`src/hdl/cplx_pkg.sv`:
```
package cplx_pkg;

    ////////////////////
    // Widths
    ////////////////////
    localparam int HALF_W    = 16;          // One Q1.15 component
    localparam int WORD_W    = 2 * HALF_W;  // Re in upper half, im in lower half
    localparam int ADDR_W    = 8;
    localparam int INST_W    = 32;
    localparam int CNT_W     = 3;           // In-flight counter, holds up to 4

    // Memory and pipeline depths
    localparam int MEM_DEPTH = 256;
    localparam int RD_LAT    = 2;                   // RAM read, address reg plus output reg
    localparam int ALU_LAT   = 2;                   // Products, then sum and shift
    localparam int WB_DELAY  = RD_LAT + ALU_LAT;    // Destination delay to write-back

    ////////////////////
    // Vector types
    ////////////////////
    typedef logic signed [HALF_W-1:0]   half_t;
    typedef logic        [WORD_W-1:0]   word_t;
    typedef logic        [ADDR_W-1:0]   addr_t;
    typedef logic        [INST_W-1:0]   inst_t;  // {op, src2, src1, dest}
    typedef logic signed [2*HALF_W-1:0] prod_t;  // Full 16x16 product
    typedef logic signed [2*HALF_W:0]   acc_t;   // Sum of two products, one guard bit
    typedef logic        [CNT_W-1:0]    cnt_t;

    // Opcode field, inst[31:24]
    typedef enum logic [7:0] {
        OP_ADD  = 8'h00,
        OP_SUB  = 8'h01,
        OP_MUL  = 8'h02,
        OP_CONJ = 8'h03
    } opcode_e;

    // Host write regions
    typedef enum logic [1:0] {
        REG_LOAD  = 2'd0,
        REG_SHIFT = 2'd1,
        REG_ALPHA = 2'd2
    } region_e;

    ////////////////////
    // Address map
    ////////////////////
    localparam addr_t LOAD_BASE  = 8'h00;  // Load samples
    localparam addr_t SHIFT_BASE = 8'h20;  // Shift samples, 32
    localparam addr_t WB_BASE    = 8'h40;  // Write-back pointer at reset, 64
    localparam addr_t ALPHA_BASE = 8'h80;  // Alpha coefficients, 128

endpackage

```
`src/hdl/cplx_alu.sv`:
```
module cplx_alu (
    input  logic              clk,
    input  logic              rst,
    input  logic              in_v,
    input  cplx_pkg::opcode_e op,
    input  cplx_pkg::word_t   a,
    input  cplx_pkg::word_t   b,
    output logic              res_v,
    output cplx_pkg::word_t   res
);

    cplx_pkg::half_t   a_re;
    cplx_pkg::half_t   a_im;
    cplx_pkg::half_t   b_re;
    cplx_pkg::half_t   b_im;

    // Stage 1 registers
    logic              v1;
    cplx_pkg::opcode_e op1;
    cplx_pkg::prod_t   p_rr;
    cplx_pkg::prod_t   p_ii;
    cplx_pkg::prod_t   p_ri;
    cplx_pkg::prod_t   p_ir;
    cplx_pkg::half_t   s_re;   // ADD, SUB, CONJ result halves
    cplx_pkg::half_t   s_im;

    // Stage 2 combinational
    cplx_pkg::acc_t    acc_re;
    cplx_pkg::acc_t    acc_im;
    cplx_pkg::word_t   res_n;

    assign a_re = a[31:16];
    assign a_im = a[15:0];
    assign b_re = b[31:16];
    assign b_im = b[15:0];

    ////////////////////
    // Stage 1
    ////////////////////
    always_ff @(posedge clk) begin
        if (rst) begin
            v1 <= 1'b0;
        end else begin
            v1 <= in_v;
        end
    end

    always_ff @(posedge clk) begin
        op1  <= op;
        p_rr <= a_re * b_re;  // Cross products, signed
        p_ii <= a_im * b_im;
        p_ri <= a_re * b_im;
        p_ir <= a_im * b_re;
        case (op)
            cplx_pkg::OP_SUB: begin
                s_re <= a_re - b_re;
                s_im <= a_im - b_im;
            end
            cplx_pkg::OP_CONJ: begin
                s_re <= a_re;
                s_im <= -a_im;   // -(-1) wraps to -1
            end
            default: begin      // ADD, unused for MUL
                s_re <= a_re + b_re;
                s_im <= a_im + b_im;
            end
        endcase
    end

    ////////////////////
    // Stage 2
    ////////////////////
    assign acc_re = p_rr - p_ii;
    assign acc_im = p_ri + p_ir;

    always_comb begin
        if (op1 == cplx_pkg::OP_MUL) begin
            res_n = {acc_re[30:15], acc_im[30:15]};  // >>> 15, keep low 16
        end else begin
            res_n = {s_re, s_im};
        end
    end

    always_ff @(posedge clk) begin
        if (rst) begin
            res_v <= 1'b0;
        end else begin
            res_v <= v1;
        end
    end

    always_ff @(posedge clk) begin
        res <= res_n;
    end

    a_alu_latency : assert property (
        @(posedge clk) disable iff (rst) res_v == $past(in_v, cplx_pkg::ALU_LAT)
    );

endmodule

```
`config.mk`:
```
export PLATFORM = sky130hd
export DESIGN_NAME = cplx_alu
export DESIGN_NICKNAME = d
export VERILOG_FILES = /design/src/hdl/cplx_pkg.sv /design/src/hdl/cplx_alu.sv
export SDC_FILE = /design/constraint.sdc
export NUM_CORES = 2
export LEC_CHECK = 0
export BUFFER_PORTS_ARGS = -buffer_cell sky130_fd_sc_hd__buf_2
export CORE_MARGIN = 3
export CORE_UTILIZATION = 42
export CTS_CLUSTER_DIAMETER = 120
export CTS_CLUSTER_SIZE = 24
export DETAILED_ROUTE_END_ITERATION = 8
export HOLD_SLACK_MARGIN = 0.05
export SETUP_SLACK_MARGIN = 0.2
export SLEW_MARGIN = 10
export SYNTH_ARGS = -nofsm -noshare
export SYNTH_HDL_FRONTEND = slang
export SYNTH_SLANG_ARGS = --single-unit
```
`constraint.sdc`:
```
create_clock -name clk -period 16.2 [get_ports clk]
set_clock_uncertainty 0.2 [all_clocks]
set_input_delay 3.24 -clock clk [delete_from_list [all_inputs] [get_ports clk]]
set_output_delay 3.24 -clock clk [all_outputs]
set_load 0.02 [all_outputs]
```
==> flow_summary.toml <==
[critical_path]
rr_startpoint = "p_ii[2]"
critPathCaptureType = "flop"
cp-startpoint = "b[7]"
crit_type = "in -> reg"
cp.arrival_ps = 10150
worst-path-max-fanout = 32
worst_ep_required_time_ps = 16400
cp-start-kind = "input port"

[cells_and_area]
fin_util = 0.445
synthToLayoutAreaGrowth_pct = 5.07
final_nets = 6625
final_cell_mix = "inv_1, fa_1, nand2_1"
drive_gt1_frac = 0.0377
final_common_cell = "inv_1"

[clock_tree]
cts_root_buffer = "clkbuf_16"
post_cts_buffers = 0
numCtsBuffers = 17
clockBufferDepth = 2
cts_tree = "yes"
ctsHtreeMaxLevel = 4
clock_latency_ps = 540
hold_buffers = 0
clk_pin_slew_ps = 90
cts_resized = 0
cts_sinks = 198

[synth]
seq_area_frac_synth = 0.0844
netlist_area_um2 = 47000
synthArstFlopShare = 0
synthCells = 5195
synthTopCellsByArea = "fa_1, ha_1, inv_1"
synth-edff-count = 0
ys_warn_count = 0
synth.distinct_cells = 67
synth_top_area_cell = "fa_1"
synthFlopType = "dfxtp_1"
synth_top_area_share = 0.437
syn_avg_cell_area_um2 = 9.04
yosys_register_bits = 198
syn-num-nets = 6709

[sta]
fmax_mhz = 101
finalSetupTns_ps = 0
rsz0062_at_grt = "false"
worst_slew_pin_slew_ps = 1170
relSlewSlack = 0.216
finalCritPeriodShare = 0.614
final-setup-viol-count = 0
hold_violations = 0
period_needed_ps = 9950
maxSlewViolCount = 0
layout_setup_ws_ps = 6250

[placement]
finalWeightedCongestion = 0.871
pre_cts_ws_ps = 5910
port_buffers = 107
hpwl_um = 92300

[drt]
dr.pass1.iters = 7
drtIter0Drc = 1884
ant_nets = 0
drc = 0
wl_per_cell_um = 18.4
num_vias = 33300
viasPerCell = 5.03
drt_wl_total_um = 122000

[global_route]
grt_max_degree = 47
use_met1 = 0.311
grt_pass1_wl_um = 201000
busiest_layer = "met2"
use_met3 = 0.0276
met2_usage = 0.363
grt_pass1_vias = 35700
grt.overflow.total = 0
antenna_found_initial = 6
grtUsageTotal = 0.223

[job]
max-cap-violations = 0

[worst_hold_path]
hp-start = "v1"
hold_class = "reg -> reg"

[die]
dieArea_um2 = 116000
die_y_um = 340
rows = 122
core_um2 = 111000
dieWidth_um = 340
ios = 108
start_util = 0.424

[run_status]
status = "complete, no violations"
==> layout make-up <==
| type | count | area [µm²] |
|---|---|---|
| repair buffers | 139 | 776 |
| clock inverters | 15 | 214 |
| inverters | 1171 | 4400 |
| multi-input cells | 3584 | 37700 |
| flip-flops and latches | 198 | 3960 |
| well taps | 1488 | 1860 |
| fillers | 10900 | 61500 |
| clock buffers | 17 | 425 |
| diodes | 5 | 12.5 |
==> path summary, 6_finish.rpt <==
check / endpoint / cells past startpoint / slack (ps)
worst max-delay path: p_ri[29] / 22 / 6250
worst min-delay path: res_v / 1 / 250
worst max register to register: res[30] / 12 / 11750
worst min register to register: res_v / 1 / 250
==> sequential cells by signal, indices dropped and copies added (netlist names) <==
name and cells:
op1 8, res 32, s_re 16, s_im 16
p_rr 31, p_ii 31, p_ir 31, res_v 1
p_ri 31, v1 1
==> routing by layer <==
metal | share of wire | vias to the layer above
li1 | - | 15300
met1 | 0.45 | 17000
met2 | 0.47 | 832
met3 | 0.049 | 138
met4 | 0.034 | 0
met5 | 0 | -
==> cell usage after synthesis (16+ instances only) <==
library cell and n:
a31oi_1 18, ha_1 413, nand2_1 623, dfxtp_1 198
inv_1 1168, a21oi_1 172, o21ai_0 87, xor2_1 62
nand3_1 26, clkbuf_1 230, nand2b_1 37, nor3_1 40
nor2_1 167, o21bai_1 29, xnor2_1 179, a21o_1 56
and2_1 450, o31ai_1 16, nor2b_1 17, and3_1 18
o21a_1 17, fa_1 1026
==> worst max-delay path, cell delays in order <==
cell	delay (ps)
buf_2	640
nand2_1	180
fa_1	570
inv_1	50
fa_1	500
inv_1	50
fa_1	530
inv_1	60
fa_1	460
fa_1	500
inv_1	50
fa_1	480
inv_1	50
ha_1	340
nand3_1	170
nor4_1	740
o21ai_1	300
a311oi_1	630
o21ai_0	240
nand2_1	130
a21oi_1	80
xnor2_1	120
==> stage by stage <==
stage,instances,hold slack [ps],cell area (µm²)
after global placement,6580,221,48700
final,6617,253,49300
after global routing,6613,270,49300
after CTS,6612,253,49300
after detailed placement,6580,228,48700
after floorplan,5195,201,47000
==> kinds of logic (layout without fill, tap and decap cells) <==
group                    after synthesis  after routing  share of synthesized area
adder cells (fa/ha/maj)             1439           1439                      0.547
AND/OR/NAND/NOR                     1432           1432                      0.148
buffers and inverters               1413           1342                      0.113
AO/OA/AOI/OAI                        467            467                     0.0611
XOR/XNOR                             241            241                     0.0449
flip-flops                           198            198                     0.0844
multiplexers                           5              5                    0.00112
other                                  0              5                          0
Power is left out: the tool's default activity adds up to more than one toggle a clock period on the data nets, which glitch-free logic cannot reach.
