File: config.mk
export PLATFORM = sky130hd
export DESIGN_NAME = core_ctrl
export DESIGN_NICKNAME = d
export VERILOG_FILES = /design/src/hdl/cplx_pkg.sv /design/src/hdl/core_ctrl.sv
export SDC_FILE = /design/constraint.sdc
export NUM_CORES = 1
export LEC_CHECK = 0
export BUFFER_PORTS_ARGS = -buffer_cell sky130_fd_sc_hd__clkbuf_2
export CAP_MARGIN = 20
export CELL_PAD_IN_SITES_DETAIL_PLACEMENT = 2
export CELL_PAD_IN_SITES_GLOBAL_PLACEMENT = 2
export CORE_MARGIN = 2
export CORE_UTILIZATION = 21
export CTS_BUF_LIST = sky130_fd_sc_hd__clkbuf_4
export DETAILED_ROUTE_END_ITERATION = 8
export PLACE_DENSITY = 0.93
export SLEW_MARGIN = 20
export SYNTH_ARGS = -nofsm -noshare
export SYNTH_HDL_FRONTEND = slang
export SYNTH_SLANG_ARGS = --single-unit
File: constraint.sdc
create_clock -name clk -period 2.95 [get_ports clk]
set_input_delay 0.1475 -clock clk [delete_from_list [all_inputs] [get_ports clk]]
set_output_delay 0.1475 -clock clk [all_outputs]
set_load 0.1 [all_outputs]
File: src/hdl/cplx_pkg.sv
package cplx_pkg;

    ////////////////////
    // Widths
    ////////////////////
    localparam int HALF_W    = 16;          // One Q1.15 component
    localparam int WORD_W    = 2 * HALF_W;  // Re in upper half, im in lower half
    localparam int ADDR_W    = 8;
    localparam int INST_W    = 32;
    localparam int CNT_W     = 3;           // In-flight counter, holds up to 4

    // Memory and pipeline depths
    localparam int MEM_DEPTH = 256;
    localparam int RD_LAT    = 2;                   // RAM read, address reg plus output reg
    localparam int ALU_LAT   = 2;                   // Products, then sum and shift
    localparam int WB_DELAY  = RD_LAT + ALU_LAT;    // Destination delay to write-back

    ////////////////////
    // Vector types
    ////////////////////
    typedef logic signed [HALF_W-1:0]   half_t;
    typedef logic        [WORD_W-1:0]   word_t;
    typedef logic        [ADDR_W-1:0]   addr_t;
    typedef logic        [INST_W-1:0]   inst_t;  // {op, src2, src1, dest}
    typedef logic signed [2*HALF_W-1:0] prod_t;  // Full 16x16 product
    typedef logic signed [2*HALF_W:0]   acc_t;   // Sum of two products, one guard bit
    typedef logic        [CNT_W-1:0]    cnt_t;

    // Opcode field, inst[31:24]
    typedef enum logic [7:0] {
        OP_ADD  = 8'h00,
        OP_SUB  = 8'h01,
        OP_MUL  = 8'h02,
        OP_CONJ = 8'h03
    } opcode_e;

    // Host write regions
    typedef enum logic [1:0] {
        REG_LOAD  = 2'd0,
        REG_SHIFT = 2'd1,
        REG_ALPHA = 2'd2
    } region_e;

    ////////////////////
    // Address map
    ////////////////////
    localparam addr_t LOAD_BASE  = 8'h00;  // Load samples
    localparam addr_t SHIFT_BASE = 8'h20;  // Shift samples, 32
    localparam addr_t WB_BASE    = 8'h40;  // Write-back pointer at reset, 64
    localparam addr_t ALPHA_BASE = 8'h80;  // Alpha coefficients, 128

endpackage

File: src/hdl/core_ctrl.sv
module core_ctrl (
    input  logic              clk,
    input  logic              rst,
    input  logic              wr_v,
    input  cplx_pkg::region_e wr_region,
    input  cplx_pkg::word_t   wr_data,
    input  logic              inst_v,
    input  cplx_pkg::inst_t   inst,
    input  logic              alu_res_v,
    output logic              wr_ready,
    output logic              mem_wr_en,
    output cplx_pkg::region_e mem_wr_region,
    output cplx_pkg::word_t   mem_wr_data,
    output logic              mem_inst_v,
    output cplx_pkg::addr_t   src1,
    output cplx_pkg::addr_t   src2,
    output cplx_pkg::addr_t   dest,
    output logic              rd_en,
    output logic              alu_v,
    output cplx_pkg::opcode_e alu_op,
    output logic              wb_v,
    output logic              busy
);

    logic [cplx_pkg::RD_LAT-1:0] v_pipe;                 // Valid across RAM read
    cplx_pkg::opcode_e           op_pipe [cplx_pkg::RD_LAT];
    cplx_pkg::cnt_t              inflight;

    ////////////////////
    // Host writes
    ////////////////////
    always_ff @(posedge clk) begin
        if (rst) begin
            mem_wr_en <= 1'b0;
        end else begin
            mem_wr_en <= wr_v & wr_ready;  // Stored one edge after accept
        end
    end

    always_ff @(posedge clk) begin
        mem_wr_region <= wr_region;
        mem_wr_data   <= wr_data;
    end

    ////////////////////
    // Issue
    ////////////////////
    assign mem_inst_v = inst_v;
    assign rd_en      = inst_v;
    assign src2       = inst[23:16];
    assign src1       = inst[15:8];
    assign dest       = inst[7:0];

    // Opcode rides along with the read
    always_ff @(posedge clk) begin
        if (rst) begin
            v_pipe <= '0;
        end else begin
            v_pipe <= {v_pipe[cplx_pkg::RD_LAT-2:0], inst_v};
        end
    end

    always_ff @(posedge clk) begin
        op_pipe[0] <= cplx_pkg::opcode_e'(inst[31:24]);
        for (int i = 1; i < cplx_pkg::RD_LAT; i++) begin
            op_pipe[i] <= op_pipe[i-1];
        end
    end

    assign alu_v  = v_pipe[cplx_pkg::RD_LAT-1];
    assign alu_op = op_pipe[cplx_pkg::RD_LAT-1];
    assign wb_v   = alu_res_v;  // Write-back on each result

    // In-flight count, issue to result
    always_ff @(posedge clk) begin
        if (rst) begin
            inflight <= '0;
        end else begin
            case ({inst_v, alu_res_v})
                2'b10:   inflight <= inflight + 1'b1;
                2'b01:   inflight <= inflight - 1'b1;
                default: ;  // Both or neither
            endcase
        end
    end

    assign busy     = (inflight != '0);
    assign wr_ready = ~busy;

    // Accepted write means the whole read and ALU pipe is empty
    a_no_wr_while_busy : assert property (
        @(posedge clk) disable iff (rst)
        (wr_v && wr_ready) |-> (v_pipe == '0 && !alu_res_v)
    );

endmodule

==> impl_metrics.json <==
{
  "status": "completed",
  "areaGrowthSynthToFinish_pct": 55.1,
  "dieHeight_um": 88.9,
  "synthArstFlopShare": 0,
  "die_x_um": 88.9,
  "drtIter0Drc": 14,
  "total_power_mw": 1.63,
  "power.internal_mw": 1.01,
  "synth_nets": 184,
  "finalCritPeriodShare": 0.605,
  "crit_path_end": "wr_ready",
  "cts_resized": 0,
  "fin_area_um2": 2350,
  "fin_crit_ns": 1.79,
  "worstSetupPathType": "reg2out",
  "startpoint_type": "flip-flop",
  "core_um2": 6870,
  "rows": 30,
  "worst_r2r_path_depth": 5,
  "slowest_stage": "clkbuf_2",
  "dr.pass1.iters": 2,
  "synth_seq_cells": 56,
  "power_frac_seq": 0.502,
  "clkSlewWorstSetupHoldPaths_ns": 0.15,
  "layout.nets": 295,
  "switching_power_uw": 621,
  "clkPwrFrac": 0.206,
  "seq_area_frac_synth": 0.740,
  "relSlewSlack": 0.621,
  "finClkSkew_ns": 0.00110,
  "synth_area_um2": 1510,
  "hp-class": "in2reg",
  "grt_use_met3": 0.0305,
  "setup_slack_ns": 1.16,
  "antenna_found_initial": 0,
  "worstPathArrival_ns": 1.64,
  "multi_input_area_um2": 111,
  "grtUsageTotal": 0.119,
  "r2r_slack_ns": 1.37,
  "setup_viol": 0,
  "syn-mean-instance-area_um2": 13.6,
  "place_ws_ns": 1.31,
  "sw_frac_of_total": 0.381,
  "synth_top_area_cell": "dfxtp_1",
  "final_max_slew_viol_count": 0,
  "synth_common_cells": "dfxtp_1, buf_4, inv_1",
  "top_usage_layer": "met2",
  "ys_types": 13,
  "r2r-start": "inflight[0]$_SDFFE_PP0P_",
  "synthFlopType": "dfxtp_1",
  "clk_path_buf_depth": 2,
  "crit_path_max_incr_delay_ns": 0.45,
  "ys_warn_count": 0,
  "drv_cap": 0,
  "crit_chain": "or3_4 -> inv_1 -> clkbuf_2",
  "yosysMostFrequentCell": "dfxtp_1",
  "place_congestion": 0.613,
  "htreeDepth": 2,
  "critPathMaxFanout": 3,
  "start_util": 0.220,
  "synth.area.top_cells": "dfxtp_1, buf_4, fa_1",
  "antenna_cells": 0,
  "grt_use_met2": 0.254,
  "rsz0062_at_grt": "false",
  "vias": 1114,
  "ir_drop_mv": 0.372,
  "synth_top_cell_area_share": 0.740,
  "fmax_ghz": 0.560,
  "root_buffer": "clkbuf_4",
  "fillCellCount": 769,
  "grt_pass1_vias": 1304,
  "crit_required_ns": 2.80,
  "drive_gt1_frac": 0.466,
  "viasPerCell": 3.49,
  "seqCellArea_um2": 1120,
  "worst_pin_slew_ns": 0.572,
  "wl_per_cell_um": 14.7,
  "ant_nets": 0,
  "cp-startpoint": "inflight[2]$_SDFFE_PP0P_",
  "numPortBuffers": 95,
  "wirelength_um": 4680,
  "syn-instance-count": 111,
  "clk_latency_ns": 0.35,
  "cts_tree": "built",
  "finalHoldViolations": 0,
  "dp_hpwl_um": 3070,
  "grt_pass1_wl_um": 6820,
  "place_area_um2": 1850,
  "pwr-share-comb": 0.292,
  "clock-sinks": 56,
  "grt_overflow": 0,
  "worstReg2RegEnd": "inflight[2]$_SDFFE_PP0P_",
  "synth-edff-count": 0,
  "grt_max_degree": 18,
  "numCtsBuffers": 5,
  "cellPowerDensity_nw_per_um2": 694,
  "finalSetupTns_ns": 0,
  "p_leak_nw": 1.14,
  "dieArea_um2": 7900,
  "io_pins": 144,
  "end_kind": "primary output",
  "use_met1": 0.106,
  "post-route-drc-count": 0
}
-- metrics by stage --
step | utilization | instances | hold WS [ns]
CTS | 0.340 | 318 | 0.00727
global route | 0.342 | 319 | 0.0322
finish | 0.342 | 319 | 0.0419
detailed placement | 0.269 | 267 | 0.252
global placement | 0.269 | 267 | 0.250
floorplan | - | 111 | 0.175
-- worst min-delay path by stage --
| stage | startpoint | to | cells after the start |
|---|---|---|---|
| floorplan | wr_data[0] | mem_wr_data[0]$_DFF_P_ | 0 |
| global placement | wr_region[0] | mem_wr_region[0]$_DFF_P_ | 1 |
| detailed placement | wr_data[31] | mem_wr_data[31]$_DFF_P_ | 1 |
| CTS | wr_v | mem_wr_en$_SDFF_PP0_ | 2 |
| global route | inst_v | v_pipe[0]$_SDFF_PP0_ | 3 |
| finish | inst_v | v_pipe[0]$_SDFF_PP0_ | 3 |
-- worst max-delay path: cells and delay by family, from the launching register on --
| family | cells | cell delay, ns |
|---|---|---|
| AND/OR/NAND/NOR | 1 | 0.41 |
| buffers and inverters | 2 | 0.52 |
| flip-flops | 1 | 0.36 |
-- power groups by stage --
| stage | registers, mW | clock network (mW) | logic [mW] |
|---|---|---|---|
| final | 0.818 | 0.335 | 0.477 |
| after global routing | 0.823 | 0.392 | 0.493 |
| after CTS | 0.818 | 0.365 | 0.474 |
| after detailed placement | 0.835 | 0 | 0.428 |
| after global placement | 0.831 | 0 | 0.421 |
| after floorplan | 1.03 | 0 | 0.315 |
-- registers in the layout (all words and copies together) (netlist names) --
name	flops
inflight	3
mem_wr_en	1
v_pipe	2
mem_wr_region	2
mem_wr_data	32
op_pipe	16
-- metal layers --
| layer | wire [um] | vias up |
|---|---|---|
| li1 | - | 523 |
| met1 | 1390 | 537 |
| met2 | 3000 | 48 |
| met3 | 252 | 6 |
| met4 | 48 | 0 |
| met5 | 0 | - |
-- repair_timing --
action	4_1_cts	5_1_grt
hold buffers	43	1
endpoints found under the setup margin	0	0
hold endpoints to repair	43	1
setup buffers	0	0
-- layout make-up --
class	count	area share
Sequential cell	56	0.477
Timing Repair Buffer	139	0.390
Tap cell	96	0.0511
Multi-Input combinational cell	15	0.0474
Clock buffer	6	0.0192
Inverter	5	0.00799
Clock inverter	2	0.00693
-- cell usage in the layout, fill, tap and decap left out, drive strengths merged --
master	n
dfxtp	56
nor2	4
fa	1
nor3b	1
o21ai	1
nor2b	1
or3	2
xor2	2
a21oi	2
clkbuf	101
clkinvlp	1
clkinv	1
dlygate4sd3	44
ha	1
inv	5
-- logic make-up after synthesis --
logic type | after synthesis | share of synthesized area
flip-flops | 56 | 0.740
AND/OR/NAND/NOR | 8 | 0.0306
XOR/XNOR | 2 | 0.0116
adder cells (fa/ha/maj) | 2 | 0.0215
AO/OA/AOI/OAI | 3 | 0.00991
buffers and inverters | 40 | 0.186
No activity file was read; power rests on OpenSTA's default activity.
